`src/hw/memPkg.sv`:
```
`default_nettype none

package memPkg;

    // word width seen by the core
    localparam int DATA_W = 32;

    // address field in requests; modules use the low ADDR_W bits
    localparam int REQ_ADDR_W = 32;

    localparam int BYTE_W = 8;

    // a fetch always reads one full instruction
    localparam logic [2:0] FETCH_LEN = 3'd4;

    typedef enum logic [1:0] {
        opFetch,
        opLoad,
        opStore
    } memOpE;

    typedef struct packed {
        memOpE                 op;
        logic [REQ_ADDR_W-1:0] addr;
        logic [2:0]            len;
        logic [DATA_W-1:0]     wdata;
    } memReqT;

    // one byte access as issued to the RAM
    typedef struct packed {
        memOpE      op;
        logic [1:0] idx;
        logic       last;
    } memBeatT;

    typedef struct packed {
        logic [DATA_W-1:0] inst;
    } fetchRspT;

    typedef struct packed {
        logic [DATA_W-1:0] rdata;
        logic              isStore;
    } dataRspT;

    // only byte, half and word accesses
    function automatic logic lenOk(input logic [2:0] len);
        return (len == 3'd1) || (len == 3'd2) || (len == 3'd4);
    endfunction

endpackage

`default_nettype wire
```
`src/hw/memByteSequencer.sv`:
```
`default_nettype none

module memByteSequencer
    import memPkg::*;
#(
    parameter int ADDR_W = 17
) (
    input  logic              clk,
    input  logic              rst,
    input  logic              stall,

    input  logic              reqValid,
    input  memReqT            req,
    output logic              reqReady,

    input  logic              busyResult,

    output logic [ADDR_W-1:0] ramAddr,
    output logic              ramWe,
    output logic [BYTE_W-1:0] ramWdata,

    output logic              beatValid,
    output memBeatT           beat
);

    typedef enum logic {
        seqIdle,
        seqRun
    } seqStateE;

    seqStateE          state;
    memReqT            cur;
    logic [1:0]        cnt;
    logic [ADDR_W-1:0] curAddr;
    logic [ADDR_W-1:0] lastAddr;
    logic              take;
    logic              lastByte;
    logic              running;

    assign running  = (state == seqRun);
    assign reqReady = (state == seqIdle) && !busyResult;
    assign take     = reqValid && reqReady && !stall;

    assign lastByte = ({1'b0, cnt} == cur.len - 3'd1);
    assign curAddr  = cur.addr[ADDR_W-1:0] + ADDR_W'(cnt);

    // keep re-reading the previous address under stall so that
    // the RAM output register effectively holds its byte
    assign ramAddr = (stall || !running) ? lastAddr : curAddr;

    assign ramWe    = running && (cur.op == opStore) && !stall;
    assign ramWdata = cur.wdata[BYTE_W*cnt +: BYTE_W];

    assign beatValid = running;
    assign beat      = '{op: cur.op, idx: cnt, last: lastByte};

    always_ff @(posedge clk) begin
        if (rst) begin
            state <= seqIdle;
            cnt   <= 2'd0;
        end else if (!stall) begin
            case (state)
                seqIdle: begin
                    if (take) begin
                        state <= seqRun;
                        cnt   <= 2'd0;
                    end
                end
                seqRun: begin
                    cnt <= cnt + 2'd1;
                    if (lastByte) begin
                        state <= seqIdle;
                    end
                end
                default: begin
                    state <= seqIdle;
                end
            endcase
        end
    end

    always_ff @(posedge clk) begin
        if (!stall) begin
            if (take) begin
                cur <= req;
            end
            lastAddr <= ramAddr;
        end
    end

    // writes stay inside the store's own bytes
    assert property (@(posedge clk) disable iff (rst)
        ramWe |-> ({1'b0, cnt} < cur.len))
        else $error("RAM write past the last byte of a store");

endmodule

`default_nettype wire

```
`config.mk`:
```
export PLATFORM = sky130hd
export DESIGN_NAME = memByteSequencer
export DESIGN_NICKNAME = d
export VERILOG_FILES = /design/src/hw/memPkg.sv /design/src/hw/memByteSequencer.sv
export SDC_FILE = /design/constraint.sdc
export NUM_CORES = 1
export LEC_CHECK = 0
export ABC_CLOCK_PERIOD_IN_PS = 25300
export BUFFER_PORTS_ARGS = -buffer_cell sky130_fd_sc_hd__clkbuf_2
export CORE_MARGIN = 2
export CORE_UTILIZATION = 50
export CTS_BUF_LIST = sky130_fd_sc_hd__clkbuf_2
export DETAILED_ROUTE_END_ITERATION = 10
export PLACE_DENSITY_LB_ADDON = 0.05
export SETUP_SLACK_MARGIN = 0.2
export SLEW_MARGIN = 20
export SYNTH_ARGS = -nofsm -noshare
export SYNTH_HDL_FRONTEND = slang
export SYNTH_SLANG_ARGS = --single-unit
```
`constraint.sdc`:
```
create_clock -name clk -period 25.3 [get_ports clk]
set_input_delay 5.06 -clock clk [delete_from_list [all_inputs] [get_ports clk]]
set_output_delay 5.06 -clock clk [all_outputs]
set_load 0.01 [all_outputs]
```
; ---- Yosys cells after proc, flatten, opt, wreduce, memory -nomap -nowiden
; Cells that the tools add are included.
; W data, S select, Z words.
[op_classes]
n_addsub = 3
n_eq_ne = 3
n_shift = 1
n_mux = 6
bitwise = 2
n_reduce_logical = 11
[op_table]
columns = operator, n
row1 = $shiftx A32 B6 Y8, 1
row2 = $add A17 B2 Y17, 1
row3 = $mux W17, 1
row4 = $logic_and A1 B1 Y1, 5
row5 = $pmux W2 S2, 1
row6 = $reduce_and A2 Y1, 2
row7 = $eq A2 B3 Y1, 1
row8 = $logic_not A1 Y1, 3
row9 = $sub A3 B1 Y3 const B, 1
row10 = $add A2 B1 Y2 const B, 1
row11 = $eq A2 B2 Y1 const B, 1
row12 = $mux W1, 2
row13 = $mux W2, 1
row14 = $ne A2 B2 Y1 const B, 1
row15 = $not A1 Y1, 2
row16 = $pmux W1 S2, 1
row17 = $logic_or A1 B1 Y1, 1
[totals]
ff_bits = 74
in_bits = 74
out_inout_bits = 33
elab_cells = 33

; ---- Depth between registers and ports, before layout
[depth]
ltp_word = 6
mapped_depth = 8
ltp_nobuf = 7

; ---- Least setup slack after synthesis
; OpenSTA, ideal clock, no wires.
[synth_timing]
path_type = input-to-reg
startpoint = in busyResult
endpoint = reg cur, in the netlist beat[3], enable pin
setup_time_ns = 0.635
arrival_ns = 11.046
t_required_ns = 24.665
setup_slack_ns = 13.618
stages = 1
path_buffers = 0
path_cell_list = nor4b_1
[synth_between]
elab_chain_cells = 5
[synth_lines]
columns = element, line
row1 = "start, declared", memByteSequencer.sv:16  ; input logic busyResult,
row2 = $logic_not A1 Y1, memByteSequencer.sv:41  ; assign reqReady = (state == seqIdle) && !busyResult;
row3 = $logic_and A1 B1 Y1, memByteSequencer.sv:41
row4 = $logic_and A1 B1 Y1 (2 in series), memByteSequencer.sv:42  ; assign take = reqValid && reqReady && !stall;
row5 = $reduce_and A2 Y1 (no source line), --
row6 = "end signal, assigned", memByteSequencer.sv:85  ; cur <= req;
row7 = "end, declared", memByteSequencer.sv:32  ; memReqT cur;
; No other way between the ends.
; A chain may end at the register's enable or synchronous reset.

; ---- Worst setup path in the final report
[layout_timing]
startpoint = in stall
endpoint = out ramAddr[14]
[layout_between]
elab_chain_cells = 2
[layout_lines]
columns = element, line
row1 = "start, declared", memByteSequencer.sv:10  ; input logic stall,
row2 = $logic_or A1 B1 Y1, memByteSequencer.sv:49  ; assign ramAddr = (stall || !running) ? lastAddr : curAddr;
row3 = $mux W17, memByteSequencer.sv:49
row4 = "end, declared", memByteSequencer.sv:18  ; output logic [ADDR_W-1:0] ramAddr,
; No other way between the ends.

==> out/metrics.cfg <==
[status]
status=complete, no violations

[detailed_routing]
drt-initial-drc-count=83
dr.pass1.iters=4
routed_wirelength_um=5020
avgViaCountPerCell=4.91
drc_errors=0
route.vias.total=1822
postRouteAntennaNets=0
wire_per_inst_um=13.5

[clock_network]
cts_made_buffers=9
cts_root_buf=clkbuf_2
cts_tree=done
post-cts-setup-buffers=0
cts_resized=0
ctsHtreeMaxLevel=3
cts_hold_buf=0
cts.sinks=74
clock_latency_ns=0.47
clockBufferDepth=2
clk_pin_slew_worst_paths_ns=0.18

[yosys]
syn_nets=275
synth_flop_cell=edfxtp_1
ys_ff_latch=74
synthTopCellsByArea=edfxtp_1 (69%), mux4_2 (5.9%), xor2_1 (2.6%)
async_reset_ff_share_pct=0
syn_inst=197
synth_top_family_by_area=simple AND/OR/NAND/NOR gates
synth_seq_area_share_pct=71.3
synth.most_common_cell=edfxtp_1
synth_simple_gate_area_share_pct=9.73
synth_cell_type_count=36
yosysWarnings=0
synthXorXnorAreaFrac_pct=3.99
synth_area_mm2=0.00307
synth_top_area_cell=edfxtp_1
syn_avg_cell_area_um2=15.6
netlist_top_cells_count=edfxtp_1 (71), nand2_1 (20), o21ai_0 (12), nor2_1 (11), xor2_1 (9)
synthMuxAreaShare_pct=5.86
synthAdderAreaFrac_pct=1.87
synth_top_area_share_pct=69.4
synth-compound-area-share_pct=4.60
synth_edf_count=71

[finish]
drive_above_1_share_pct=40.2
fill_cells=471
layout.nets=369
area_growth_pct=22.4
postLayoutCoreUtil_pct=63.5
n_antenna_cell=0
seqCellArea_mm2=0.00219
multi_input_area_um2=807

[pwr]
power.leakage_uw=0.00147
comb_power_share_pct=6.9
power.share.switching_pct=19.6
p_seq_share_pct=57.0
power.switching_uw=48.9
powerDensity_mw_per_mm2=66.4
ir_drop_mv=0.0340
p_int_uw=201
clkPwrFrac_pct=36.2

[floorplanning]
start_util_pct=51.9
die_y_um=82.4
placementRows=28
die_w_um=82.4
boundaryPins=107
core_area_mm2=0.00592
fp.dieArea_mm2=0.00679

[timing]
rsz0062_at_grt=no
slew_headroom_pct=46.2
setup_viol=0
min_period_ns=11.37
fmax_mhz=88.0
period_share_pct=44.9
hold_viol_final=0
tns_ns=0
slew_violations=0
tightest_slew_ns=0.805
skew_ns=0.0228

[setup_path]
crit_arrival_ns=6.31
cp-end-kind=output port
startpoint_type=primary input
rr_worst_depth=7
cp_max_fo=13
crit_type=primary input to output port
required_ns=20.24

[job]
cap_violations=0

[global_route]
grt_usage_pct=15.9
grt_pass1_vias=1660
grt_max_degree=59
grt_overflow=0
antenna_found_initial=0
grt_first_pass_wirelength_um=7720

[placement]
dp_hpwl_um=3680
port_buffers=91
gp_congestion=0.799

[min_path]
min_delay_path_depth=2
hp-class=flip-flop to flip-flop

==> final cells by class <==
cell class	instances	area share, %
clock buffers	10	1.33
inverters	7	0.699
repair buffers	92	12.3
flip-flops and latches	74	58.3
clock inverters	6	3.43
well taps	75	2.50
multi-input cells	107	21.5
==> logic make-up after synthesis <==
group,after synthesis
AOI/OAI and AO/OA,24
xor gates and xnor gates,14
muxes,8
buffers and inverters,16
and+or+nand+nor,57
adders and majority gates,4
DFF,74
==> per-layer routing <==
layer / routed length (µm) / GRT usage, %
met5: 0 / 0
met4: 97 / 9.00
met3: 301 / 4.67
met2: 2630 / 25.9
met1: 1990 / 18.9
==> final timing paths <==
| kind | start | end | slack [ns] |
|---|---|---|---|
| worst min-delay path | lastAddr[0] | lastAddr[0] | 0.58 |
| worst max register to register | cnt[0] | lastAddr[16] | 22.23 |
| worst min register to register | lastAddr[0] | lastAddr[0] | 0.58 |
| worst max-delay path | stall | ramAddr[14] | 13.93 |
==> per-stage QoR <==
step,power [µW],instance area (µm²),hold slack (ns),setup WS [ns],std cells
final,250,3760,0.585,13.93,371
after global routing,261,3760,0.620,13.71,371
after CTS,253,3760,0.578,13.91,371
after detailed placement,163,3580,0.539,13.91,355
after global placement,162,3580,0.529,13.91,355
after floorplan,154,3070,0.557,13.62,197
==> power groups by stage <==
| stage | logic [µW] | registers [µW] | clock network [µW] |
|---|---|---|---|
| 2_1_floorplan | 8.93 | 145 | 0 |
| 3_3_place_gp | 17.2 | 145 | 0 |
| 3_5_place_dp | 17.5 | 145 | 0 |
| 4_1_cts | 17.6 | 142 | 92.9 |
| 5_1_grt | 19.4 | 143 | 98.2 |
| 6_report | 17.2 | 142 | 90.2 |
==> cell usage in the layout, fill, tap and decap left out, types with 2 or more instances in the layout <==
master / Yosys / layout
clkbuf_2: 0 / 101
edfxtp_1: 71 / 71
nand2_1: 20 / 20
o21ai_0: 12 / 12
nor2_1: 11 / 11
xor2_1: 9 / 9
mux4_2: 8 / 8
inv_1: 7 / 7
a31oi_1: 5 / 5
xnor2_1: 5 / 5
o31ai_1: 4 / 4
or4_1: 4 / 4
bufinv_16: 0 / 4
nand3_1: 3 / 3
nand4_1: 3 / 3
nor3_1: 3 / 3
ha_1: 3 / 3
dfxtp_1: 3 / 3
and4_1: 2 / 2
==> state kept, by name, summed over array words and instances, names as in the netlist <==
signal / count
lastAddr: 17
cnt: 2
cur: 52
beat: 2
beatValid: 1
==> worst max-delay path, stage by stage <==
cell and delay, ns:
clkbuf_2 0.12, nor2b_1 0.64, nor2_1 0.09, a31oi_1 0.23
clkbuf_2 0.17
Power figures use the tool's default switching activity.
