==> src/hw/memPkg.sv <==
`default_nettype none

package memPkg;

    // word width seen by the core
    localparam int DATA_W = 32;

    // address field in requests; modules use the low ADDR_W bits
    localparam int REQ_ADDR_W = 32;

    localparam int BYTE_W = 8;

    // a fetch always reads one full instruction
    localparam logic [2:0] FETCH_LEN = 3'd4;

    typedef enum logic [1:0] {
        opFetch,
        opLoad,
        opStore
    } memOpE;

    typedef struct packed {
        memOpE                 op;
        logic [REQ_ADDR_W-1:0] addr;
        logic [2:0]            len;
        logic [DATA_W-1:0]     wdata;
    } memReqT;

    // one byte access as issued to the RAM
    typedef struct packed {
        memOpE      op;
        logic [1:0] idx;
        logic       last;
    } memBeatT;

    typedef struct packed {
        logic [DATA_W-1:0] inst;
    } fetchRspT;

    typedef struct packed {
        logic [DATA_W-1:0] rdata;
        logic              isStore;
    } dataRspT;

    // only byte, half and word accesses
    function automatic logic lenOk(input logic [2:0] len);
        return (len == 3'd1) || (len == 3'd2) || (len == 3'd4);
    endfunction

endpackage

`default_nettype wire
==> src/hw/memRequestDecode.sv <==
`default_nettype none

module memRequestDecode
    import memPkg::*;
#(
    parameter int ADDR_W = 17
) (
    input  logic              clk,
    input  logic              rst,
    input  logic              stall,

    input  logic              fetchValid,
    input  logic [ADDR_W-1:0] fetchAddr,
    output logic              fetchReady,

    input  logic              dataValid,
    input  memReqT            dataReq,
    output logic              dataReady,

    output logic              reqValid,
    output memReqT            req,
    input  logic              reqReady
);

    logic   held;
    memReqT heldReq;
    memReqT fetchReq;
    logic   canAccept;
    logic   takeData;
    logic   takeFetch;
    logic   handOff;

    // fetch becomes a plain four byte read
    assign fetchReq.op    = opFetch;
    assign fetchReq.addr  = REQ_ADDR_W'(fetchAddr);
    assign fetchReq.len   = FETCH_LEN;
    assign fetchReq.wdata = {DATA_W{1'b0}};

    // slot frees up when the sequencer takes it this cycle
    assign canAccept = !held || reqReady;

    // data port always wins
    assign dataReady  = canAccept;
    assign fetchReady = canAccept && !dataValid;

    assign takeData  = dataValid && dataReady && !stall;
    assign takeFetch = fetchValid && fetchReady && !stall;
    assign handOff   = held && reqReady && !stall;

    assign reqValid = held;
    assign req      = heldReq;

    always_ff @(posedge clk) begin
        if (rst) begin
            held <= 1'b0;
        end else if (!stall) begin
            if (takeData || takeFetch) begin
                held <= 1'b1;
            end else if (handOff) begin
                held <= 1'b0;
            end
        end
    end

    always_ff @(posedge clk) begin
        if (!stall) begin
            if (takeData) begin
                heldReq <= dataReq;
            end else if (takeFetch) begin
                heldReq <= fetchReq;
            end
        end
    end

    // requester must only send loads and stores of legal length
    assert property (@(posedge clk) disable iff (rst)
        dataValid |-> (dataReq.op != opFetch) && lenOk(dataReq.len))
        else $error("bad data request op %0d len %0d", dataReq.op, dataReq.len);

endmodule

`default_nettype wire

==> config.mk <==
export PLATFORM = sky130hd
export DESIGN_NAME = memRequestDecode
export DESIGN_NICKNAME = d
export VERILOG_FILES = /design/src/hw/memPkg.sv /design/src/hw/memRequestDecode.sv
export SDC_FILE = /design/constraint.sdc
export NUM_CORES = 1
export LEC_CHECK = 0
export BUFFER_PORTS_ARGS = -buffer_cell sky130_fd_sc_hd__buf_2
export CAP_MARGIN = 20
export CORE_AREA = 2 2 64 111
export DETAILED_ROUTE_END_ITERATION = 8
export DIE_AREA = 0 0 66 113
export PLACE_DENSITY_LB_ADDON = 0.08
export SLEW_MARGIN = 20
export SYNTH_ARGS = -nofsm -noshare
export SYNTH_HDL_FRONTEND = slang
export SYNTH_SLANG_ARGS = --single-unit
==> constraint.sdc <==
create_clock -name clk -period 4.6 [get_ports clk]
set_input_delay 0.23 -clock clk [delete_from_list [all_inputs] [get_ports clk]]
set_output_delay 0.23 -clock clk [all_outputs]
set_load 0.02 [all_outputs]
== Word-level counts from Yosys, hierarchy flattened ==
Cells that the tools add are included.

* Bits in registers: 70
* Bits of input ports: 92
* Output and inout bits: 72
* Logic and storage cells: 26

* Bitwise logic cells: 1
* Mux-type cells: 4
* Reduce and logical (&&, ||, !) cells: 16

{| class="wikitable"
|+ Operators by type and width
! operator !! number
|-
| 69-bit 2-to-1 mux || 2
|-
| 1-bit logical AND || 7
|-
| 2-bit AND reduction || 2
|-
| 2-bit nonzero test || 2
|-
| 1-bit logical NOT || 3
|-
| 1-bit logical OR || 2
|-
| 1-bit 2-to-1 mux || 2
|-
| 1-bit NOT || 1
|}

== Longest topological paths before layout ==
Gate-level depths: netlist (run 1).

* Depth in word-level cells: 8
* Depth in mapped cells: 5
* Gate-level depth less buffers: 3

== Least setup slack after synthesis (run 1) ==
No wires, ideal clock.

* Path type: register to register
* From: register held (netlist: reqValid)
* To: register heldReq (netlist bit req[0]) (enable)
* Period minus slack after synthesis: 3.920 ns
* Required time: 4.104 ns
* Arrival time: 3.424 ns
* Cell stages (with the launch flop): 3
* Setup time: 0.496 ns
* Buffers on the path: 0
* Setup slack: 0.680 ns
* Path through: dfxtp_1 -> nor2b_4 -> nor2_1

* Longest elaborated chain between the ends: 7
* Elaborated cells between the ends (all ways): 9
* Classes of those cells: reduce/logical: 9

{| class="wikitable"
|+ RTL lines
! element !! line !! source
|-
| from (decl) || memRequestDecode.sv:25 || <nowiki>logic held;</nowiki>
|-
| from (signal assigned) || memRequestDecode.sv:55 || <nowiki>held <= 1'b0;</nowiki>
|-
| from (signal assigned) || memRequestDecode.sv:58 || <nowiki>held <= 1'b1;</nowiki>
|-
| from (signal assigned) || memRequestDecode.sv:60 || <nowiki>held <= 1'b0;</nowiki>
|-
| 1-bit logical NOT * || memRequestDecode.sv:40 || <nowiki>assign canAccept = !held || reqReady;</nowiki>
|-
| 1-bit logical OR * || memRequestDecode.sv:40 ||
|-
| 1-bit logical AND || memRequestDecode.sv:44 || <nowiki>assign fetchReady = canAccept && !dataValid;</nowiki>
|-
| 1-bit logical AND (2 in a row) || memRequestDecode.sv:47 || <nowiki>assign takeFetch = fetchValid && fetchReady && !stall;</nowiki>
|-
| 2-bit nonzero test (no line) * || n/a ||
|-
| 2-bit AND reduction (no line) * || n/a ||
|-
| to (signal assigned) || memRequestDecode.sv:68 || <nowiki>heldReq <= dataReq;</nowiki>
|-
| to (signal assigned) || memRequestDecode.sv:70 || <nowiki>heldReq <= fetchReq;</nowiki>
|-
| to (decl) || memRequestDecode.sv:26 || <nowiki>memReqT heldReq;</nowiki>
|}

Mark *: on every way between the ends. The rest lies on a longest branch, timed or not.
A chain may end at the register's enable or synchronous reset.

== Worst setup path in the final report (run 1) ==
* From: register held (netlist: reqValid)
* To: register heldReq (netlist bit req[9]) (enable)

Same word-level chain as after synthesis.

==> results_dict.tcl, run 1 <==
set metrics [dict create \
    outcome "finished clean" \
    diodes 0 \
    path_class "flip-flop to flip-flop" \
    cts_sinks 70 \
    worstPathArrival_ns 1.93 \
    numCtsBuffers 9 \
    crit_slowest_cell "buf_4" \
    powerDensity_mw_per_mm2 394 \
    critPathBufInv 1 \
    cts_buffer_depth 2 \
    regArea_mm2 0.00209 \
    cts_tree "done" \
    max_stage_delay_ns 0.60 \
    numPortBuffers 163 \
    setup_viol 0 \
    hpwl_um 4120 \
    drc 0 \
    postSynthCellCount 155 \
    start_util_pct 41.6 \
    rsz0062_at_grt "false" \
    place.gp.congestion 0.739 \
    first_iter_violations 125 \
    multi_input_area_um2 582 \
    clock-skew-final_ns 0.00335 \
    ys_types 14 \
    max-slew-margin-rel_pct 57.9 \
    cp.required_ns 4.55 \
    setup.worst_path.end_class "flip-flop" \
    crit_chain "nor2b_4, nor2_4, buf_4" \
    grt_usage_pct 16.0 \
    max_freq_ghz 0.507 \
    globalRouteOverflowTotal 0 \
    dr.pass1.iters 4 \
    postCtsSetupRepairBufs 0 \
    wl_um 5730 \
    leakagePower_nw 1.68 \
    rows 39 \
    core_mm2 0.00654 \
    num-fill-cells 561 \
    ctsHoldBuffers 0 \
    vias 1818 \
    drive_gt1_share_pct 59.1 \
    grt_max_degree 70 \
    grt_pass1_vias 1793 \
    hp-class "input pin to flip-flop" \
    final_cells 410 \
    antenna_found_initial 0 \
    worst_slack_ns 2.63 \
    ant_nets 0 \
    setup_tns_ns 0 \
    ys_seq_area_share_pct 76.8 \
    crit_path_max_fanout 47 \
    drv_slew 0 \
    clock_latency_ns 0.32 \
    cts_max_level 3 \
    fin_crit_sh_pct 42.9 \
    syn_avg_cell_area_um2 17.6 \
    drv_cap 0 \
    peakVddDrop_uv 239 \
    syn_area_mm2 0.00272 \
    cts.clk_slew.worst_paths_ns 0.05 \
    finalHoldViolCount 0 \
    top_level_ports 164 \
    yosysWarnings 0 \
    area_growth_pct 41.9 \
    placed_cells 395 \
    die_h_um 113 \
    final_nets 416 \
    worstMarginPinSlew_ns 0.631 \
    post-route-min-period_ns 1.97 \
    grt_pass1_wl_um 8560 \
    cp_top_family "simple AND/OR/NAND/NOR gates" \
    dieArea_mm2 0.00746 \
    synthesis.nets 247 \
    hold_slack_ns 0.0729 \
    dpl_worst_slack_ns 2.48 \
    ys_ff_latch 70 \
    die_w_um 66 \
    wl_per_cell_um 14.0 \
    cp-start-kind "flip-flop" \
    vias_per_cell 4.43 \
    ctsResizeCount 0 \
    clockRootBuffer "clkbuf_16" \
]
where the power goes:
part / switching, mW / internal (mW) / total [mW]
logic: 0.113 / 0.0774 / 0.190
registers: 0.00899 / 0.752 / 0.761
clock network: 0.218 / 0.353 / 0.572
total: 0.340 / 1.18 / 1.52
routing by layer:
metal / wire length (um) / GRT usage, % / part of all wire [%]
met1: 2110 / 17.2 / 37
met2: 3010 / 26.7 / 53
met5: 0 / 0 / 0
met4: 85 / 8.44 / 1.5
met3: 529 / 5.96 / 9.2
through the flow:
step / power (mW) / area (um2) / util (%)
after detailed placement: 0.966 / 3610 / 55.3
after CTS: 1.54 / 3860 / 59.1
after floorplan: 0.885 / 2720 / -
after global placement: 0.964 / 3610 / 55.3
final: 1.52 / 3860 / 59.1
after global routing: 1.59 / 3860 / 59.1
worst paths after layout:
kind	startpoint	slack, ns	cells after the start	end
setup / recovery	reqValid$_SDFFE_PP0P_	2.63	3	req[9]$_SDFFCE_PP0P_
hold / removal	rst	0.07	2	reqValid$_SDFFE_PP0P_
setup reg to reg	reqValid$_SDFFE_PP0P_	2.63	3	req[9]$_SDFFCE_PP0P_
hold reg to reg	reqValid$_SDFFE_PP0P_	0.50	2	reqValid$_SDFFE_PP0P_
sequential cells by signal, summed over array words and instances, names as in the netlist:
name / cells
reqValid: 1
req: 69
Yosys cell counts:
master     n  area [um2]
a21oi_1    1        5.00
and2_1    51         319
buf_6      3        33.8
clkbuf_1   4        15.0
dfxtp_1    1        20.0
edfxtp_1  69        2070
inv_1      2        7.51
mux2_2    17         191
nand2b_1   1        6.26
nor2_1     2        7.51
nor2b_4    1        13.8
nor3b_4    1        18.8
o21ai_0    1        5.00
o21bai_1   1        7.51
logic make-up after synthesis:
group                  synth area share (%)
buffers and inverters                  2.07
and+or+nand+nor                        13.4
AOI/OAI and AO/OA                     0.643
DFF                                    76.8
muxes                                  7.03
layout by cell type (no fill, tap or decap), types with 2 or more instances in the layout:
master | netlist | layout
and2_1 | 51 | 51
buf_2 | 0 | 163
buf_4 | 0 | 2
clkbuf_1 | 4 | 2
clkbuf_16 | 0 | 9
clkinv_1 | 0 | 4
edfxtp_1 | 69 | 69
inv_1 | 2 | 2
mux2_2 | 17 | 17
layout make-up:
| cell class | instances | area share [%] |
|---|---|---|
| Sequential cell | 70 | 54.2 |
| Timing Repair Buffer | 165 | 21.5 |
| Multi-Input combinational cell | 76 | 15.1 |
| Clock buffer | 11 | 6.03 |
| Tap cell | 82 | 2.66 |
| Clock inverter | 4 | 0.389 |
| Inverter | 2 | 0.194 |
Power figures use the tool's default switching activity.
==> run 2, diff against run 1 <==
==> constraint.sdc (replaced) <==
create_clock -name clk -period 2 [get_ports clk]
set_input_delay 0.1 -clock clk [delete_from_list [all_inputs] [get_ports clk]]
set_output_delay 0.1 -clock clk [all_outputs]
set_load 0.02 [all_outputs]
==> run 2 against run 1 <==
Via count increased by 1.6%. Cell area rose by 1.8%. Clock power rose to 2.6 times the previous value. Sequential power increased by 130%. First-iteration DRC count shrank 13%. Worst hold slack got worse by 0.026 ns. Global-route usage down 0.065 points. Sequential cell count stayed put. Cell count increased by 0.98%. Power is 140% higher. Critical path depth rose by 1. Largest power group unchanged. Register-to-register slack worse by 2.2 ns.
==> results_dict.tcl, run 2 (same netlist as run 1, synthesis figures left out) <==
set metrics [dict create \
    rows 39 \
    post-route-min-period_ns 1.59 \
    regToRegSetupSlack_ns 0.41 \
    holdPathStages 2 \
    hp-class "input pin to flip-flop" \
    worstPathArrival_ns 1.65 \
    setup_tns_ns 0 \
    setup_viol 0 \
    multi_input_area_um2 582 \
    clock-skew-final_ns 0.00196 \
    vias 1847 \
    drv_slew 0 \
    dr.pass1.iters 4 \
    crit_slowest_cell "mux2_2" \
    r2r-start "reqValid$_SDFFE_PP0P_" \
    fin_crit_sh_pct 79.3 \
    critPathLaunch "reqValid$_SDFFE_PP0P_" \
    path_class "flip-flop to flip-flop" \
    setup.worst_path.end_class "flip-flop" \
    r2r_end "req[36]$_DFFE_PP_" \
    powerDensity_mw_per_mm2 935 \
    cts_max_level 3 \
    max_stage_delay_ns 0.38 \
    numCtsBuffers 9 \
    die_w_um 66 \
    worstHoldEndpoint "req[34]$_SDFFCE_PP1P_" \
    antenna_found_initial 0 \
    core_mm2 0.00654 \
    finalHoldViolCount 0 \
    numPortBuffers 163 \
    final_nets 419 \
    outcome "finished clean" \
    globalRouteOverflowTotal 0 \
    final_cell_area_mm2 0.00393 \
    postCtsSetupRepairBufs 0 \
    first_iter_violations 109 \
    cts_sinks 70 \
    wl_per_cell_um 13.9 \
    ant_nets 0 \
    drc 0 \
    cts.clk_slew.worst_paths_ns 0.05 \
    grt_pass1_vias 1863 \
    clock_latency_ns 0.32 \
    cts_tree "done" \
    vias_per_cell 4.46 \
    diodes 0 \
    wl_um 5750 \
    crit_path_max_fanout 31 \
    hp-start "dataReq[34]" \
    max_freq_ghz 0.631 \
    grt_max_degree 70 \
    crit_chain "nor2b_4, nor3b_4, buf_4, mux2_2" \
    place_area_mm2 0.00364 \
    top_level_ports 164 \
    drive_gt1_share_pct 60.2 \
    final_common_cell "buf_2" \
    regArea_mm2 0.00209 \
    place.gp.congestion 0.720 \
    drv_cap 0 \
    rsz0062_at_grt "false" \
    cts_buffer_depth 2 \
    peakVddDrop_uv 609 \
    hpwl_um 4180 \
    grt_usage_pct 15.9 \
    start_util_pct 41.6 \
    die_h_um 113 \
    cp-start-kind "flip-flop" \
    dieArea_mm2 0.00746 \
    clockRootBuffer "clkbuf_16" \
    leakagePower_nw 1.72 \
    grt_pass1_wl_um 8630 \
    r2r_cells 4 \
    worstMarginPinSlew_ns 0.364 \
    cp.required_ns 2.06 \
    largest_reg_flops 69 \
    final_cell_mix "163 x buf_2, 69 x edfxtp_1, 51 x and2_1, 17 x mux2_2, 9 x clkbuf_16" \
    num-fill-cells 566 \
    max-slew-margin-rel_pct 75.7 \
    area_growth_pct 44.5 \
]
-- run 2: cell count changes in the layout (fill, tap and decap cells not counted) --
cell,previous run,this run
buf_12,0,1
buf_4,2,3
bufinv_16,0,1
clkbuf_1,2,1
clkinv_1,4,2
clkinv_2,0,3
dlygate4sd3_1,0,1
-- run 2: timing repair --
| item | in CTS | in global routing |
|---|---|---|
| gates resized for setup | 0 | 0 |
| hold endpoints to repair | 1 | 0 |
| hold buffers | 1 | 0 |
| endpoints found under the setup margin | 0 | 0 |
-- run 2: cell type report --
type                    count  area share (%)
flip-flops and latches     70            53.2
repair buffers            168            22.1
multi-input cells          76            14.8
clock buffers              10            5.82
well taps                  82            2.61
clock inverters             6            1.34
inverters                   2           0.191
-- run 2: stage by stage --
stage	hold slack, ns	worst slack, ns	instances	total power [mW]	utilization (%)
floorplan	0.169	0.0155	155	2.03	-
global placement	0.255	0.444	397	2.22	55.7
detailed placement	0.257	0.402	397	2.23	55.7
CTS	0.0317	0.396	414	3.73	60.2
global route	0.0317	0.326	414	3.81	60.2
finish	0.0472	0.415	414	3.68	60.2
-- run 2: layer usage --
| layer | vias up | wire (um) | share of wire (%) | GRT usage [%] |
|---|---|---|---|---|
| li1 | 898 | - | - | - |
| met1 | 828 | 1940 | 34 | 16.5 |
| met2 | 106 | 3050 | 53 | 26.3 |
| met3 | 15 | 568 | 9.9 | 6.96 |
| met4 | 0 | 190 | 3.3 | 8.84 |
| met5 | - | 0 | 0 | 0 |
-- run 2: worst max path at each step --
stage,end,slack [ns],cells past startpoint
floorplan,req[0]$_SDFFCE_PP0P_,0.02,2
CTS,req[36]$_DFFE_PP_,0.40,4
global route,req[39]$_DFFE_PP_,0.33,4
global placement,req[47]$_DFFE_PP_,0.44,4
finish,req[36]$_DFFE_PP_,0.41,4
detailed placement,req[36]$_DFFE_PP_,0.40,4
-- run 2: power by group --
part / internal [mW] / total, mW / switching (mW)
registers: 1.73 / 1.75 / 0.0211
logic: 0.186 / 0.443 / 0.257
clock network: 0.949 / 1.49 / 0.538
total: 2.86 / 3.68 / 0.816
-- run 2: worst max-delay path: cells and delay by family, from the launching register on --
family / cells / cell delay [ns]
buffers and inverters: 1 / 0.31
flip-flops: 1 / 0.31
AND/OR/NAND/NOR: 2 / 0.33
multiplexers: 1 / 0.38
