**src/hw/memPkg.sv**
```systemverilog
`default_nettype none

package memPkg;

    // word width seen by the core
    localparam int DATA_W = 32;

    // address field in requests; modules use the low ADDR_W bits
    localparam int REQ_ADDR_W = 32;

    localparam int BYTE_W = 8;

    // a fetch always reads one full instruction
    localparam logic [2:0] FETCH_LEN = 3'd4;

    typedef enum logic [1:0] {
        opFetch,
        opLoad,
        opStore
    } memOpE;

    typedef struct packed {
        memOpE                 op;
        logic [REQ_ADDR_W-1:0] addr;
        logic [2:0]            len;
        logic [DATA_W-1:0]     wdata;
    } memReqT;

    // one byte access as issued to the RAM
    typedef struct packed {
        memOpE      op;
        logic [1:0] idx;
        logic       last;
    } memBeatT;

    typedef struct packed {
        logic [DATA_W-1:0] inst;
    } fetchRspT;

    typedef struct packed {
        logic [DATA_W-1:0] rdata;
        logic              isStore;
    } dataRspT;

    // only byte, half and word accesses
    function automatic logic lenOk(input logic [2:0] len);
        return (len == 3'd1) || (len == 3'd2) || (len == 3'd4);
    endfunction

endpackage

`default_nettype wire
```
**src/hw/memResultAssemble.sv**
```systemverilog
`default_nettype none

module memResultAssemble
    import memPkg::*;
#(
    parameter int ADDR_W = 17
) (
    input  logic              clk,
    input  logic              rst,
    input  logic              stall,

    input  logic              beatValid,
    input  memBeatT           beat,
    input  logic [BYTE_W-1:0] ramRdata,

    output logic              busyResult,

    output logic              fetchRspValid,
    output fetchRspT          fetchRsp,
    input  logic              fetchRspReady,

    output logic              dataRspValid,
    output dataRspT           dataRsp,
    input  logic              dataRspReady
);

    memBeatT           beatD;
    logic              beatDValid;
    logic [DATA_W-1:0] word;
    logic [DATA_W-1:0] merged;
    logic              readDone;
    logic              storeDone;

    // lane 0 starts a fresh zero-extended word
    always_comb begin
        merged = (beatD.idx == 2'd0) ? {DATA_W{1'b0}} : word;
        merged[BYTE_W*beatD.idx +: BYTE_W] = ramRdata;
    end

    assign readDone  = beatDValid && beatD.last && (beatD.op != opStore);
    assign storeDone = beatValid && beat.last && (beat.op == opStore);

    // also covers a read whose result lands next edge
    assign busyResult = fetchRspValid || dataRspValid || (beatDValid && beatD.last);

    always_ff @(posedge clk) begin
        if (rst) begin
            beatDValid    <= 1'b0;
            fetchRspValid <= 1'b0;
            dataRspValid  <= 1'b0;
        end else if (!stall) begin
            beatDValid <= beatValid;
            if (fetchRspValid && fetchRspReady) begin
                fetchRspValid <= 1'b0;
            end
            if (dataRspValid && dataRspReady) begin
                dataRspValid <= 1'b0;
            end
            if (readDone && beatD.op == opFetch) begin
                fetchRspValid <= 1'b1;
            end
            if ((readDone && beatD.op == opLoad) || storeDone) begin
                dataRspValid <= 1'b1;
            end
        end
    end

    always_ff @(posedge clk) begin
        if (!stall) begin
            beatD <= beat;
            if (beatDValid && beatD.op != opStore) begin
                word <= merged;
            end
            if (readDone && beatD.op == opFetch) begin
                fetchRsp.inst <= merged;
            end
            if (readDone && beatD.op == opLoad) begin
                dataRsp <= '{rdata: merged, isStore: 1'b0};
            end else if (storeDone) begin
                dataRsp <= '{rdata: {DATA_W{1'b0}}, isStore: 1'b1};
            end
        end
    end

    assert property (@(posedge clk) disable iff (rst)
        !(fetchRspValid && dataRspValid))
        else $error("fetch and data responses valid together");

endmodule

`default_nettype wire

```
**config.mk**
```make
export PLATFORM = sky130hd
export DESIGN_NAME = memResultAssemble
export DESIGN_NICKNAME = d
export VERILOG_FILES = /design/src/hw/memPkg.sv /design/src/hw/memResultAssemble.sv
export SDC_FILE = /design/constraint.sdc
export NUM_CORES = 1
export LEC_CHECK = 0
export BUFFER_PORTS_ARGS = -buffer_cell sky130_fd_sc_hd__buf_2
export CAP_MARGIN = 20
export CORE_MARGIN = 5
export CORE_UTILIZATION = 53
export DETAILED_ROUTE_END_ITERATION = 16
export PLACE_DENSITY = 0.78
export SYNTH_ARGS = -nofsm -noshare
export SYNTH_HDL_FRONTEND = slang
export SYNTH_SLANG_ARGS = --single-unit
```
**constraint.sdc**
```tcl
create_clock -name clk -period 5.41 [get_ports clk]
set_input_delay 0.2705 -clock clk [delete_from_list [all_inputs] [get_ports clk]]
set_output_delay 0.2705 -clock clk [all_outputs]
set_load 0.01 [all_outputs]
```
# ---- Yosys cells after proc, flatten, opt, wreduce, memory -nomap -nowiden
# Index checks and enable logic that the tools add are counted.
dict set report totals {
  register_bits 105
  output_inout_bits 68
  elab_cells 47
}
dict set report classes {
  add_sub_neg 1
  n_eq_ne 3
  shift 2
  n_mux 8
  bitwise 1
  reduce_logical 22
}
# cell n
set ops {}
lappend ops {{$mux W33} 2}
lappend ops {{$neg A5 Y34} 1}
lappend ops {{$shift A8 B34 Y32 const A} 1}
lappend ops {{$shiftx A8 B34 Y32} 1}
lappend ops {{$bwmux W32} 1}
lappend ops {{$mux W32} 1}
lappend ops {{$reduce_and A2 Y1} 5}
lappend ops {{$logic_and A1 B1 Y1} 9}
lappend ops {{$reduce_bool A2 Y1} 3}
lappend ops {{$logic_not A2 Y1} 2}
lappend ops {{$mux W1} 4}
lappend ops {{$logic_or A1 B1 Y1} 3}
lappend ops {{$eq A2 B1 Y1 const B} 1}
lappend ops {{$eq A2 B2 Y1 const B} 1}
lappend ops {{$ne A2 B2 Y1 const B} 1}
lappend ops {{$not A1 Y1} 1}

# ---- Longest topological paths before layout
# Gate-level depths: netlist of the first run.
dict set report depth {
  word_depth 6
  mapped_depth 6
}

# ---- Worst setup path before layout of the first run
# No wires, ideal clock.
dict set report synth_path {
  path_kind {flip-flop to flip-flop}
  startpoint {register beatD[4] (netlist bit)}
  endpoint {register fetchRspValid}
  setup_time_ns 0.071
  arrival_ns 4.084
  setup_slack_ns 1.254
  path_stages_with_launch 3
  path_buffers 0
  period_less_slack_ns 4.156
  path_cell_list {edfxtp_1 -> nor4_1 -> o21ba_2}
}
dict set report synth_via {
  elab_chain_len 5
}
# element line
set synth_lines {}
lappend synth_lines {{from (decl)} memResultAssemble.sv:27} ;# memBeatT beatD;
lappend synth_lines {{from (signal assigned)} memResultAssemble.sv:70} ;# beatD <= beat;
lappend synth_lines {{$ne A2 B2 Y1} memResultAssemble.sv:40} ;# assign readDone = beatDValid && beatD.last && (beatD.op != opStore);
lappend synth_lines {{$logic_and A1 B1 Y1} memResultAssemble.sv:40}
lappend synth_lines {{$logic_and A1 B1 Y1 (*)} memResultAssemble.sv:59} ;# if (readDone && beatD.op == opFetch) begin
lappend synth_lines {{$reduce_bool A2 Y1 (no line)} --}
lappend synth_lines {{$reduce_and A2 Y1 (no line)} --}
lappend synth_lines {{to (signal assigned)} memResultAssemble.sv:49} ;# fetchRspValid <= 1'b0;
lappend synth_lines {{to (signal assigned)} memResultAssemble.sv:54} ;# fetchRspValid <= 1'b0;
lappend synth_lines {{to (signal assigned)} memResultAssemble.sv:60} ;# fetchRspValid <= 1'b1;
lappend synth_lines {{to (decl)} memResultAssemble.sv:18} ;# output logic fetchRspValid,
# Mark *: on every way between the ends. The rest lies on a longest branch, timed or not.
# A chain may end at the register's enable or synchronous reset.

# ---- Worst setup path in the final report of the first run
dict set report layout_path {
  startpoint {register beatD[1] (netlist bit)}
  endpoint {register word[16] (data pin)}
}
dict set report layout_via {
  elab_chain_len 3
}
# element line
set layout_lines {}
lappend layout_lines {{$neg A5 Y34 or $logic_not A2 Y1 (tied branches)} {memResultAssemble.sv:37, memResultAssemble.sv:36}}
lappend layout_lines {{$shiftx A8 B34 Y32, or another cell as far along} memResultAssemble.sv:37} ;# merged[BYTE_W*beatD.idx +: BYTE_W] = ramRdata;
lappend layout_lines {{$bwmux W32 (*)} memResultAssemble.sv:37}
lappend layout_lines {{net merged[16]} memResultAssemble.sv:30} ;# logic [DATA_W-1:0] merged;
lappend layout_lines {{to (signal assigned)} memResultAssemble.sv:72} ;# word <= merged;
lappend layout_lines {{to (decl)} memResultAssemble.sv:29} ;# logic [DATA_W-1:0] word;
# Mark *: on every way through the listed nets, which the timed path passes. The rest lies on a longest branch.

==> results of run 1 <==
[worst max-delay path, delay by kind of cell, from the launching register on]
kind	cells	cell delay, ns
flops	1	0.51
buf+inv	2	0.43
simple gates	2	0.82
compound gates	1	0.10
fa+ha+maj	1	0.38
[power by group through the flow]
| stage | Combinational (mW) | Sequential (mW) | Clock [mW] |
|---|---|---|---|
| finish | 0.0930 | 0.916 | 0.516 |
| floorplan | 0.0551 | 0.936 | 0 |
| detailed placement | 0.0926 | 0.934 | 0 |
| global placement | 0.0887 | 0.934 | 0 |
| CTS | 0.0930 | 0.916 | 0.531 |
| global route | 0.103 | 0.917 | 0.556 |
[cell usage after synthesis]
cell and n:
a21boi_0 2, a21oi_1 8, a22o_1 24, a41oi_1 1, and3_1 1, and4b_1 1, buf_2 3, buf_6 1
clkbuf_1 3, clkbuf_2 1, dfxtp_1 3, edfxtp_1 102, ha_1 5, inv_1 3, mux2i_1 1, nand2_1 2
nand2b_1 1, nand4b_1 2, nor2_1 22, nor2b_1 32, nor4_1 1, nor4bb_1 3, o21ba_2 2, or4b_1 1
[state kept, by name (all words and copies together), names as in the netlist]
name / flops
beatDValid: 1
beatD: 5
dataRspValid: 1
fetchRspValid: 1
fetchRsp: 32
word: 32
dataRsp: 33
[kinds of logic after synthesis]
logic type,count (synthesis)
compound gates,37
simple gates,66
mux,1
flops,105
fa+ha+maj,5
buf+inv,11
[cell type report]
cell class / count / area [sq um] / area share (%)
well taps: 99 / 124 / 2.62
flip-flops and latches: 105 / 3120 / 66.0
inverters: 3 / 11.3 / 0.238
clock inverters: 7 / 92.6 / 1.96
clock buffers: 9 / 124 / 2.62
multi-input cells: 109 / 761 / 16.1
repair buffers: 93 / 493 / 10.4
[per-layer routing]
metal / share of wire, % / vias up
met5: 0 / -
met4: 1.6 / 0
met3: 7.0 / 10
met2: 49 / 86
met1: 43 / 1100
li1: - / 1057
[through the flow]
stage               std cells  area, sq um  utilization (%)
global placement          407         4490             62.2
CTS                       424         4710             65.3
global route              425         4730             65.5
finish                    425         4730             65.5
detailed placement        408         4490             62.3
floorplan                 225         3920                -
[final timing paths]
| path | startpoint | end | slack, ns | cells past startpoint |
|---|---|---|---|---|
| setup / recovery | beatD[1]$_DFFE_PN_ | word[16]$_DFFE_PP_ | 3.01 | 6 |
| hold / removal | rst | beatDValid$_SDFFE_PP0N_ | 0.09 | 2 |
| setup reg to reg | beatD[1]$_DFFE_PN_ | word[16]$_DFFE_PP_ | 3.01 | 6 |
| hold reg to reg | beatDValid$_SDFFE_PP0N_ | beatDValid$_SDFFE_PP0N_ | 0.55 | 2 |
==> impl_metrics.toml, run 1 <==
[status]
outcome = "completed"

[global_route]
gr-usage-all-layers_pct = 17.2
met2_usage_pct = 26.9
top_usage_layer = "met2"
grt_first_pass_wirelength_mm = 11.5
globalRouteMet1Util_pct = 22.6
grt_pass1_vias = 2211
grt_use_met3_pct = 4.77
grt_start_max_net_pins = 35
antenna_found_initial = 0
overflow = 0

[clocking]
cts_tree = "built"
clockBufferDepth = 2
cts_resized = 0
htreeDepth = 3
cts.sinks = 105
worstSkewPairLatency_ns = 0.35
post_cts_buffers = 0
clk_pin_slew_ns = 0.10
root_buffer = "clkbuf_8"
numCtsBuffers = 9
cts_hold_buf = 0

[synth]
synth_compound_area_share_pct = 7.50
synth_area_leaders = "edfxtp_1 78%, a22o_1 5.4%, nor2b_1 5.1%"
synth_cell_types = 24
synth_mux_area_share_pct = 0.255
ys_seq_area_share_pct = 79.7
yosysWarnings = 0
netlist_instances = 225
syn_nets = 249
synth_top_family_by_area = "simple AND/OR/NAND/NOR gates"
syn_avg_cell_area_sq_um = 17.4
synth-simple-area-share_pct = 9.61
synth_top_area_share_pct = 78.1
synth_area_sq_um = 3920
synth_xor_area_share_pct = 0
synth_fa_ha_area_share_pct = 1.60
synth-seq-cells = 105
yosysTopAreaCell = "edfxtp_1"

[routing]
via_count = 2253
dr.first_iter.drc_count = 106
dr.pass1.iters = 4
drt_wl_total_mm = 7.54
via_per_inst = 5.30
avgRoutedWirePerCell_microns = 17.7
final_antenna_net_count = 0
drcViolationCount = 0

[pwr]
pwr-share-clk_pct = 33.9
internal_power_mw = 1.21
power_density_nw_per_um2 = 323
p_sw_mw = 0.318
p_sw_share_pct = 20.9
pwr-share-comb_pct = 6.1
seqPwrFrac_pct = 60.0
power_leakage_nw = 1.77
power.total_mw = 1.53
vdd_drop_max_v = 0.000159

[cells_and_area]
nFillCells = 532
final_common_cell = "edfxtp_1"
synthToLayoutAreaGrowth_pct = 20.6
nets = 345
antenna_cells = 0
drive_gt1_share_pct = 34.7
layout_common_cells = "102 x edfxtp_1, 87 x buf_2, 32 x nor2b_1"

[sta]
skew_ns = 0.00812
rsz0062_at_grt = "no"
fin_crit_ns = 2.40
final-hold-violation-count = 0
slew_viol_final = 0
max_freq_mhz = 417
whs_ns = 0.0869
setup_ws_ns = 3.01
setup_viol = 0
relSlewSlack_pct = 47.3
finalSetupTns_ns = 0
min_period_over_period_pct = 44.3
tightest_slew_ns = 0.790

[floorplan]
die_w_microns = 96
core_area_sq_um = 7210
fp.dieArea_sq_um = 9220
start_util_pct = 54.3
rows = 31
design.portCount = 87
die_h_microns = 96

[flow_run]
cap_violations = 0

[worst_setup_path]
critPathCaptureType = "register"
required_ns = 5.61
critPathMaxFanout = 10
slowest_stage = "nor4bb_1"
worst-setup-path-type = "register to register"
critPathMaxStageDelay_ns = 0.66
cp.arrival_ns = 2.59
path_cells = "inv_1, ha_1, nor4bb_1, buf_2, a21oi_1, nor2_1"
cp-start-kind = "register"

[place]
dp_hpwl_mm = 5.07
globalplace.congestion = 0.776
io_buffers = 86
place_ws_ns = 3.10

[min_path]
hp-class = "primary input to register"
Note: power is estimated with default switching activity, not from simulation.
==> run 2, diff against run 1 <==
--- a/config.mk
+++ b/config.mk
@@ -8,9 +8,9 @@
 export BUFFER_PORTS_ARGS = -buffer_cell sky130_fd_sc_hd__buf_2
 export CAP_MARGIN = 20
 export CORE_MARGIN = 5
-export CORE_UTILIZATION = 53
+export CORE_UTILIZATION = 48
 export DETAILED_ROUTE_END_ITERATION = 16
-export PLACE_DENSITY = 0.78
+export PLACE_DENSITY = 0.75
 export SYNTH_ARGS = -nofsm -noshare
 export SYNTH_HDL_FRONTEND = slang
 export SYNTH_SLANG_ARGS = --single-unit
==> constraint.sdc (replaced) <==
create_clock -name clk -period 2.2 [get_ports clk]
set_input_delay 0.11 -clock clk [delete_from_list [all_inputs] [get_ports clk]]
set_output_delay 0.11 -clock clk [all_outputs]
set_load 0.01 [all_outputs]
==> run 2 against run 1 <==
Largest power group unchanged. Critical path depth unchanged. Global-route usage decreased by 1.8 points. Critical path type unchanged. Clock power up 88%. Total power rose by 130%. Register-to-register slack got worse by 2.8 ns. Core utilization decreased by 6.7 points. Die area is 9.3% higher.
==> impl_metrics.toml, run 2 (same netlist as run 1, synthesis figures left out) <==
[status]
outcome = "completed"

[routing]
final_antenna_net_count = 0
dr.first_iter.drc_count = 132
drt_wl_total_mm = 7.45
avgRoutedWirePerCell_microns = 16.9
dr.pass1.iters = 4
drcViolationCount = 0
via_count = 2253
via_per_inst = 5.12

[global_route]
grt_pass1_vias = 2238
grt_use_met3_pct = 4.59
grt_start_max_net_pins = 34
met2_usage_pct = 23.9
top_usage_layer = "met2"
globalRouteMet1Util_pct = 21.1
gr-usage-all-layers_pct = 15.4
overflow = 0
antenna_found_initial = 0
grt_first_pass_wirelength_mm = 11.7

[cells_and_area]
layout_common_cells = "102 x edfxtp_1, 86 x buf_2, 32 x nor2b_1"
nets = 355
max_flop_register = "dataRsp"
reg_top3 = "dataRsp x33, fetchRsp x32, word x32"
drive_gt1_share_pct = 33.7
antenna_cells = 0
final_cells = 440
final_common_cell = "edfxtp_1"
fin_util_pct = 58.9
largest_reg_flops = 33
synthToLayoutAreaGrowth_pct = 21.5
final_area_sq_um = 4760
nFillCells = 655

[pwr]
p_sw_share_pct = 21.2
internal_power_mw = 2.73
p_sw_mw = 0.737
pwr-share-comb_pct = 7.1
power_density_nw_per_um2 = 728
seqPwrFrac_pct = 64.9
vdd_drop_max_v = 0.000488
pwr-share-clk_pct = 28.0
power_leakage_nw = 1.77
power.total_mw = 3.47

[min_path]
hp-class = "primary input to register"

[floorplan]
core_area_sq_um = 8090
rows = 33
die_w_microns = 100
fp.dieArea_sq_um = 10100
die_h_microns = 100
design.portCount = 87
start_util_pct = 48.4

[clocking]
clockBufferDepth = 2
numCtsBuffers = 9
worstSkewPairLatency_ns = 0.35
root_buffer = "clkbuf_8"
post_cts_buffers = 0
clk_pin_slew_ns = 0.08
cts_tree = "built"
htreeDepth = 3
cts.sinks = 105

[sta]
final-hold-violation-count = 0
max_freq_mhz = 498
rsz0062_at_grt = "no"
setup_viol = 0
slew_viol_final = 0
fin_crit_ns = 2.01
relSlewSlack_pct = 64.9
min_period_over_period_pct = 91.3
tightest_slew_ns = 0.524
setup_ws_ns = 0.192
whs_ns = 0.0185
finalSetupTns_ns = 0
skew_ns = 0.00651

[worst_setup_path]
critPathMaxStageDelay_ns = 0.48
worst-setup-path-type = "register to register"
slowest_stage = "edfxtp_1"
required_ns = 2.41
cp-start-kind = "register"
path_cells = "inv_1, ha_1, nor4bb_1, buf_4, a22o_1, nor2b_1"
critPathCaptureType = "register"
cp.arrival_ns = 2.22
critPathMaxFanout = 8

[place]
dpl_cell_area_sq_um = 4550
place_ws_ns = 0.162
dp_hpwl_mm = 5.00
globalplace.congestion = 0.726
io_buffers = 86
place_inst = 419

[flow_run]
cap_violations = 0
[run 2: cell count changes in the layout (fill, tap and decap cells not counted), moves of 2 or more]
cell / before / now
bufinv_16: 2 / 0
buf_4: 5 / 11
clkinv_2: 3 / 1
dlygate4sd3_1: 0 / 6
inv_6: 2 / 0
clkinv_1: 0 / 3
[run 2: worst paths after layout]
kind                            from                       end  slack (ns)  cells after the start
max               beatD[1]$_DFFE_PN_  dataRsp[1]$_SDFFCE_PN0P_        0.19                      6
min                        beatValid   beatDValid$_SDFFE_PP0N_        0.02                      3
max reg2reg       beatD[1]$_DFFE_PN_  dataRsp[1]$_SDFFCE_PN0P_        0.19                      6
min reg2reg  beatDValid$_SDFFE_PP0N_   beatDValid$_SDFFE_PP0N_        0.57                      2
[run 2: what timing repair did]
| action | in CTS | in global routing |
|---|---|---|
| hold endpoints to repair | 6 | 0 |
| hold buffers | 6 | 0 |
| endpoints found under the setup margin | 0 | 1 |
| gates resized for setup | 0 | 1 |
[run 2: metal layers]
metal	vias up	part of all wire, %
met4	0	0.95
li1	1070	-
met5	-	0
met1	1094	45
met2	80	48
met3	9	6.7
[run 2: power groups by stage]
stage	sequential (mW)	combinational [mW]	clock, mW
after CTS	2.25	0.247	0.989
after global placement	2.30	0.232	0
after global routing	2.26	0.270	1.07
final	2.25	0.245	0.971
after floorplan	2.30	0.137	0
after detailed placement	2.30	0.237	0
[run 2: layout make-up]
class,instances,area [sq um],area share (%)
clock buffers,10,128,2.68
clock inverters,5,23.8,0.499
inverters,3,11.3,0.236
multi-input cells,109,773,16.2
flip-flops and latches,105,3120,65.6
well taps,105,131,2.76
repair buffers,103,573,12.0
[run 2: worst max-delay path: cells and delay by family (launching register included)]
kind	cells	cell delay, ns
AO/OA/AOI/OAI	1	0.20
adder cells (fa/ha/maj)	1	0.38
buffers and inverters	2	0.34
flip-flops	1	0.48
AND/OR/NAND/NOR	2	0.47
==> run 3, diff against run 2 <==
--- a/config.mk
+++ b/config.mk
@@ -8,9 +8,8 @@
 export BUFFER_PORTS_ARGS = -buffer_cell sky130_fd_sc_hd__buf_2
 export CAP_MARGIN = 20
 export CORE_MARGIN = 5
-export CORE_UTILIZATION = 48
+export CORE_UTILIZATION = 40
 export DETAILED_ROUTE_END_ITERATION = 16
-export PLACE_DENSITY = 0.75
 export SYNTH_ARGS = -nofsm -noshare
 export SYNTH_HDL_FRONTEND = slang
 export SYNTH_SLANG_ARGS = --single-unit
==> run 3 against run 2 <==
Core utilization decreased by 9.0 points. Sequential power about the same. Count of clock-buffer cells in the layout unchanged. Final area increased by 1.4%. Clock power increased by 6%. Sequential share of layout area decreased by 0.93 points. Critical path depth unchanged. Fmax increased by 1.1%. Wire length increased by 9.9%. Combinational power increased by 3%. Final cell count increased by 7.0%. Critical endpoint is now dataRsp[25]$_SDFFCE_PN0P_.
==> impl_metrics.toml, run 3 (same netlist as run 1, synthesis figures left out) <==
[status]
outcome = "completed"

[floorplan]
fp.dieArea_sq_um = 11900
rows = 36
die_h_microns = 109
die_w_microns = 109
start_util_pct = 40.5
design.portCount = 87
core_area_sq_um = 9680

[global_route]
grt_pass1_vias = 2367
grt_start_max_net_pins = 26
antenna_found_initial = 0
grt_first_pass_wirelength_mm = 12.8
gr-usage-all-layers_pct = 14.4
overflow = 0

[routing]
final_antenna_net_count = 0
dr.pass1.iters = 4
avgRoutedWirePerCell_microns = 17.4
via_per_inst = 4.90
drt_wl_total_mm = 8.19
drcViolationCount = 0
dr.first_iter.drc_count = 127
via_count = 2309

[cells_and_area]
synthToLayoutAreaGrowth_pct = 23.3
final_cells = 471
final_area_sq_um = 4830
reg_top3 = "dataRsp x33, fetchRsp x32, word x32"
antenna_cells = 0
multi_input_area_sq_um = 772
largest_reg_flops = 33
drive_gt1_share_pct = 34.6
area.sequential_sq_um = 3120
final_common_cell = "edfxtp_1"
nFillCells = 835
nets = 358
layout_common_cells = "102 x edfxtp_1, 86 x buf_2, 32 x nor2b_1"
max_flop_register = "dataRsp"

[worst_setup_path]
worst-setup-path-type = "register to register"
cp-endpoint = "dataRsp[25]$_SDFFCE_PN0P_"
path_cells = "inv_1, ha_1, nor4bb_1, buf_4, a22o_1, nor2b_1"
cp-start-kind = "register"
critPathMaxStageDelay_ns = 0.49
rr_endpoint = "dataRsp[25]$_SDFFCE_PN0P_"
required_ns = 2.41
rrSetupSlack_ns = 0.21
critPathCaptureType = "register"
slowest_stage = "edfxtp_1"
critPathMaxFanout = 8
cp_num_buf_inv = 2
timing.rr.start = "beatD[1]$_DFFE_PN_"
cp.depth = 6
cp.arrival_ns = 2.20
worstSetupStartpoint = "beatD[1]$_DFFE_PN_"
cp_top_family = "flip-flops"
reg2reg_depth = 6

[place]
globalplace.congestion = 0.756
io_buffers = 86
place_inst = 449
dp_hpwl_mm = 5.46
dpl_cell_area_sq_um = 4600

[pwr]
power_density_nw_per_um2 = 731
power_leakage_nw = 1.78
vdd_drop_max_v = 0.000264
power.total_mw = 3.53

[flow_run]
cap_violations = 0

[sta]
final-hold-violation-count = 0
max_freq_mhz = 503
min_period_over_period_pct = 90.3
skew_ns = 0.00933
slew_viol_final = 0
rsz0062_at_grt = "no"
finalSetupTns_ns = 0
relSlewSlack_pct = 62.8
setup_viol = 0
fin_crit_ns = 1.99
tightest_slew_ns = 0.555

[clocking]
post_cts_buffers = 0
clockBufferDepth = 2
cts.sinks = 105
worstSkewPairLatency_ns = 0.36
htreeDepth = 3
clk_pin_slew_ns = 0.09
cts_tree = "built"
numCtsBuffers = 9
root_buffer = "clkbuf_8"

[min_path]
hp-class = "primary input to register"
[run 3: changes by cell type in the layout (fill, tap and decap cells not counted)]
cell           delta
ha_2              +1
clkinvlp_4        +3
or4b_1            +1
clkinv_1          -2
clkinv_2          -1
or4b_4            -1
buf_4             +2
dlygate4sd3_1     +1
ha_1              -1
[run 3: how the worst min path moves through the flow]
stage | to | depth (start not counted) | start
after floorplan | beatDValid$_SDFFE_PP0N_ | 1 | rst
after global placement | beatDValid$_SDFFE_PP0N_ | 2 | rst
after detailed placement | beatDValid$_SDFFE_PP0N_ | 2 | rst
after CTS | fetchRspValid$_SDFFE_PP0P_ | 3 | fetchRspReady
after global routing | fetchRspValid$_SDFFE_PP0P_ | 3 | fetchRspReady
final | fetchRspValid$_SDFFE_PP0P_ | 3 | fetchRspReady
[run 3: area by class of cell]
type,instances,area share (%)
Sequential cell,105,64.6
Multi-Input combinational cell,109,16.0
Timing Repair Buffer,106,12.4
Tap cell,133,3.44
Clock buffer,10,2.64
Clock inverter,5,0.699
Inverter,3,0.233
[run 3: layer usage]
metal  track usage [%]  up-vias  part of all wire, %
li1                  -     1076                    -
met4              4.87        0                 0.95
met1              20.3     1132                   46
met3              3.43        8                  7.6
met5                 0        -                    0
met2              22.1       93                   45
[run 3: worst register-to-register path: cells and delay by family (launching register included)]
kind            cells  cell delay (ns)
compound gates      1             0.19
fa+ha+maj           1             0.37
buf+inv             2             0.35
flops               1             0.49
simple gates        2             0.45
[run 3: metrics by stage]
| step | hold slack, ns | setup WS (ns) | utilization (%) |
|---|---|---|---|
| 6_report | 0.123 | 0.214 | 49.9 |
| 5_1_grt | 0.122 | 0.0417 | 49.9 |
| 4_1_cts | 0.107 | 0.162 | 49.9 |
| 3_5_place_dp | 0.300 | 0.175 | 47.5 |
| 3_3_place_gp | 0.296 | 0.277 | 47.5 |
| 2_1_floorplan | 0.182 | 0.164 | - |
[run 3: what timing repair did]
| item | in CTS | in global routing |
|---|---|---|
| endpoints found under the hold margin | 6 | 0 |
| gates resized for setup | 0 | 1 |
| hold buffers | 7 | 0 |
| endpoints found under the setup margin | 0 | 2 |
[run 3: power breakdown]
group	internal (mW)	switching, mW
combinational	0.106	0.147
clock	0.402	0.625
sequential	2.24	0.0169
total	2.74	0.788
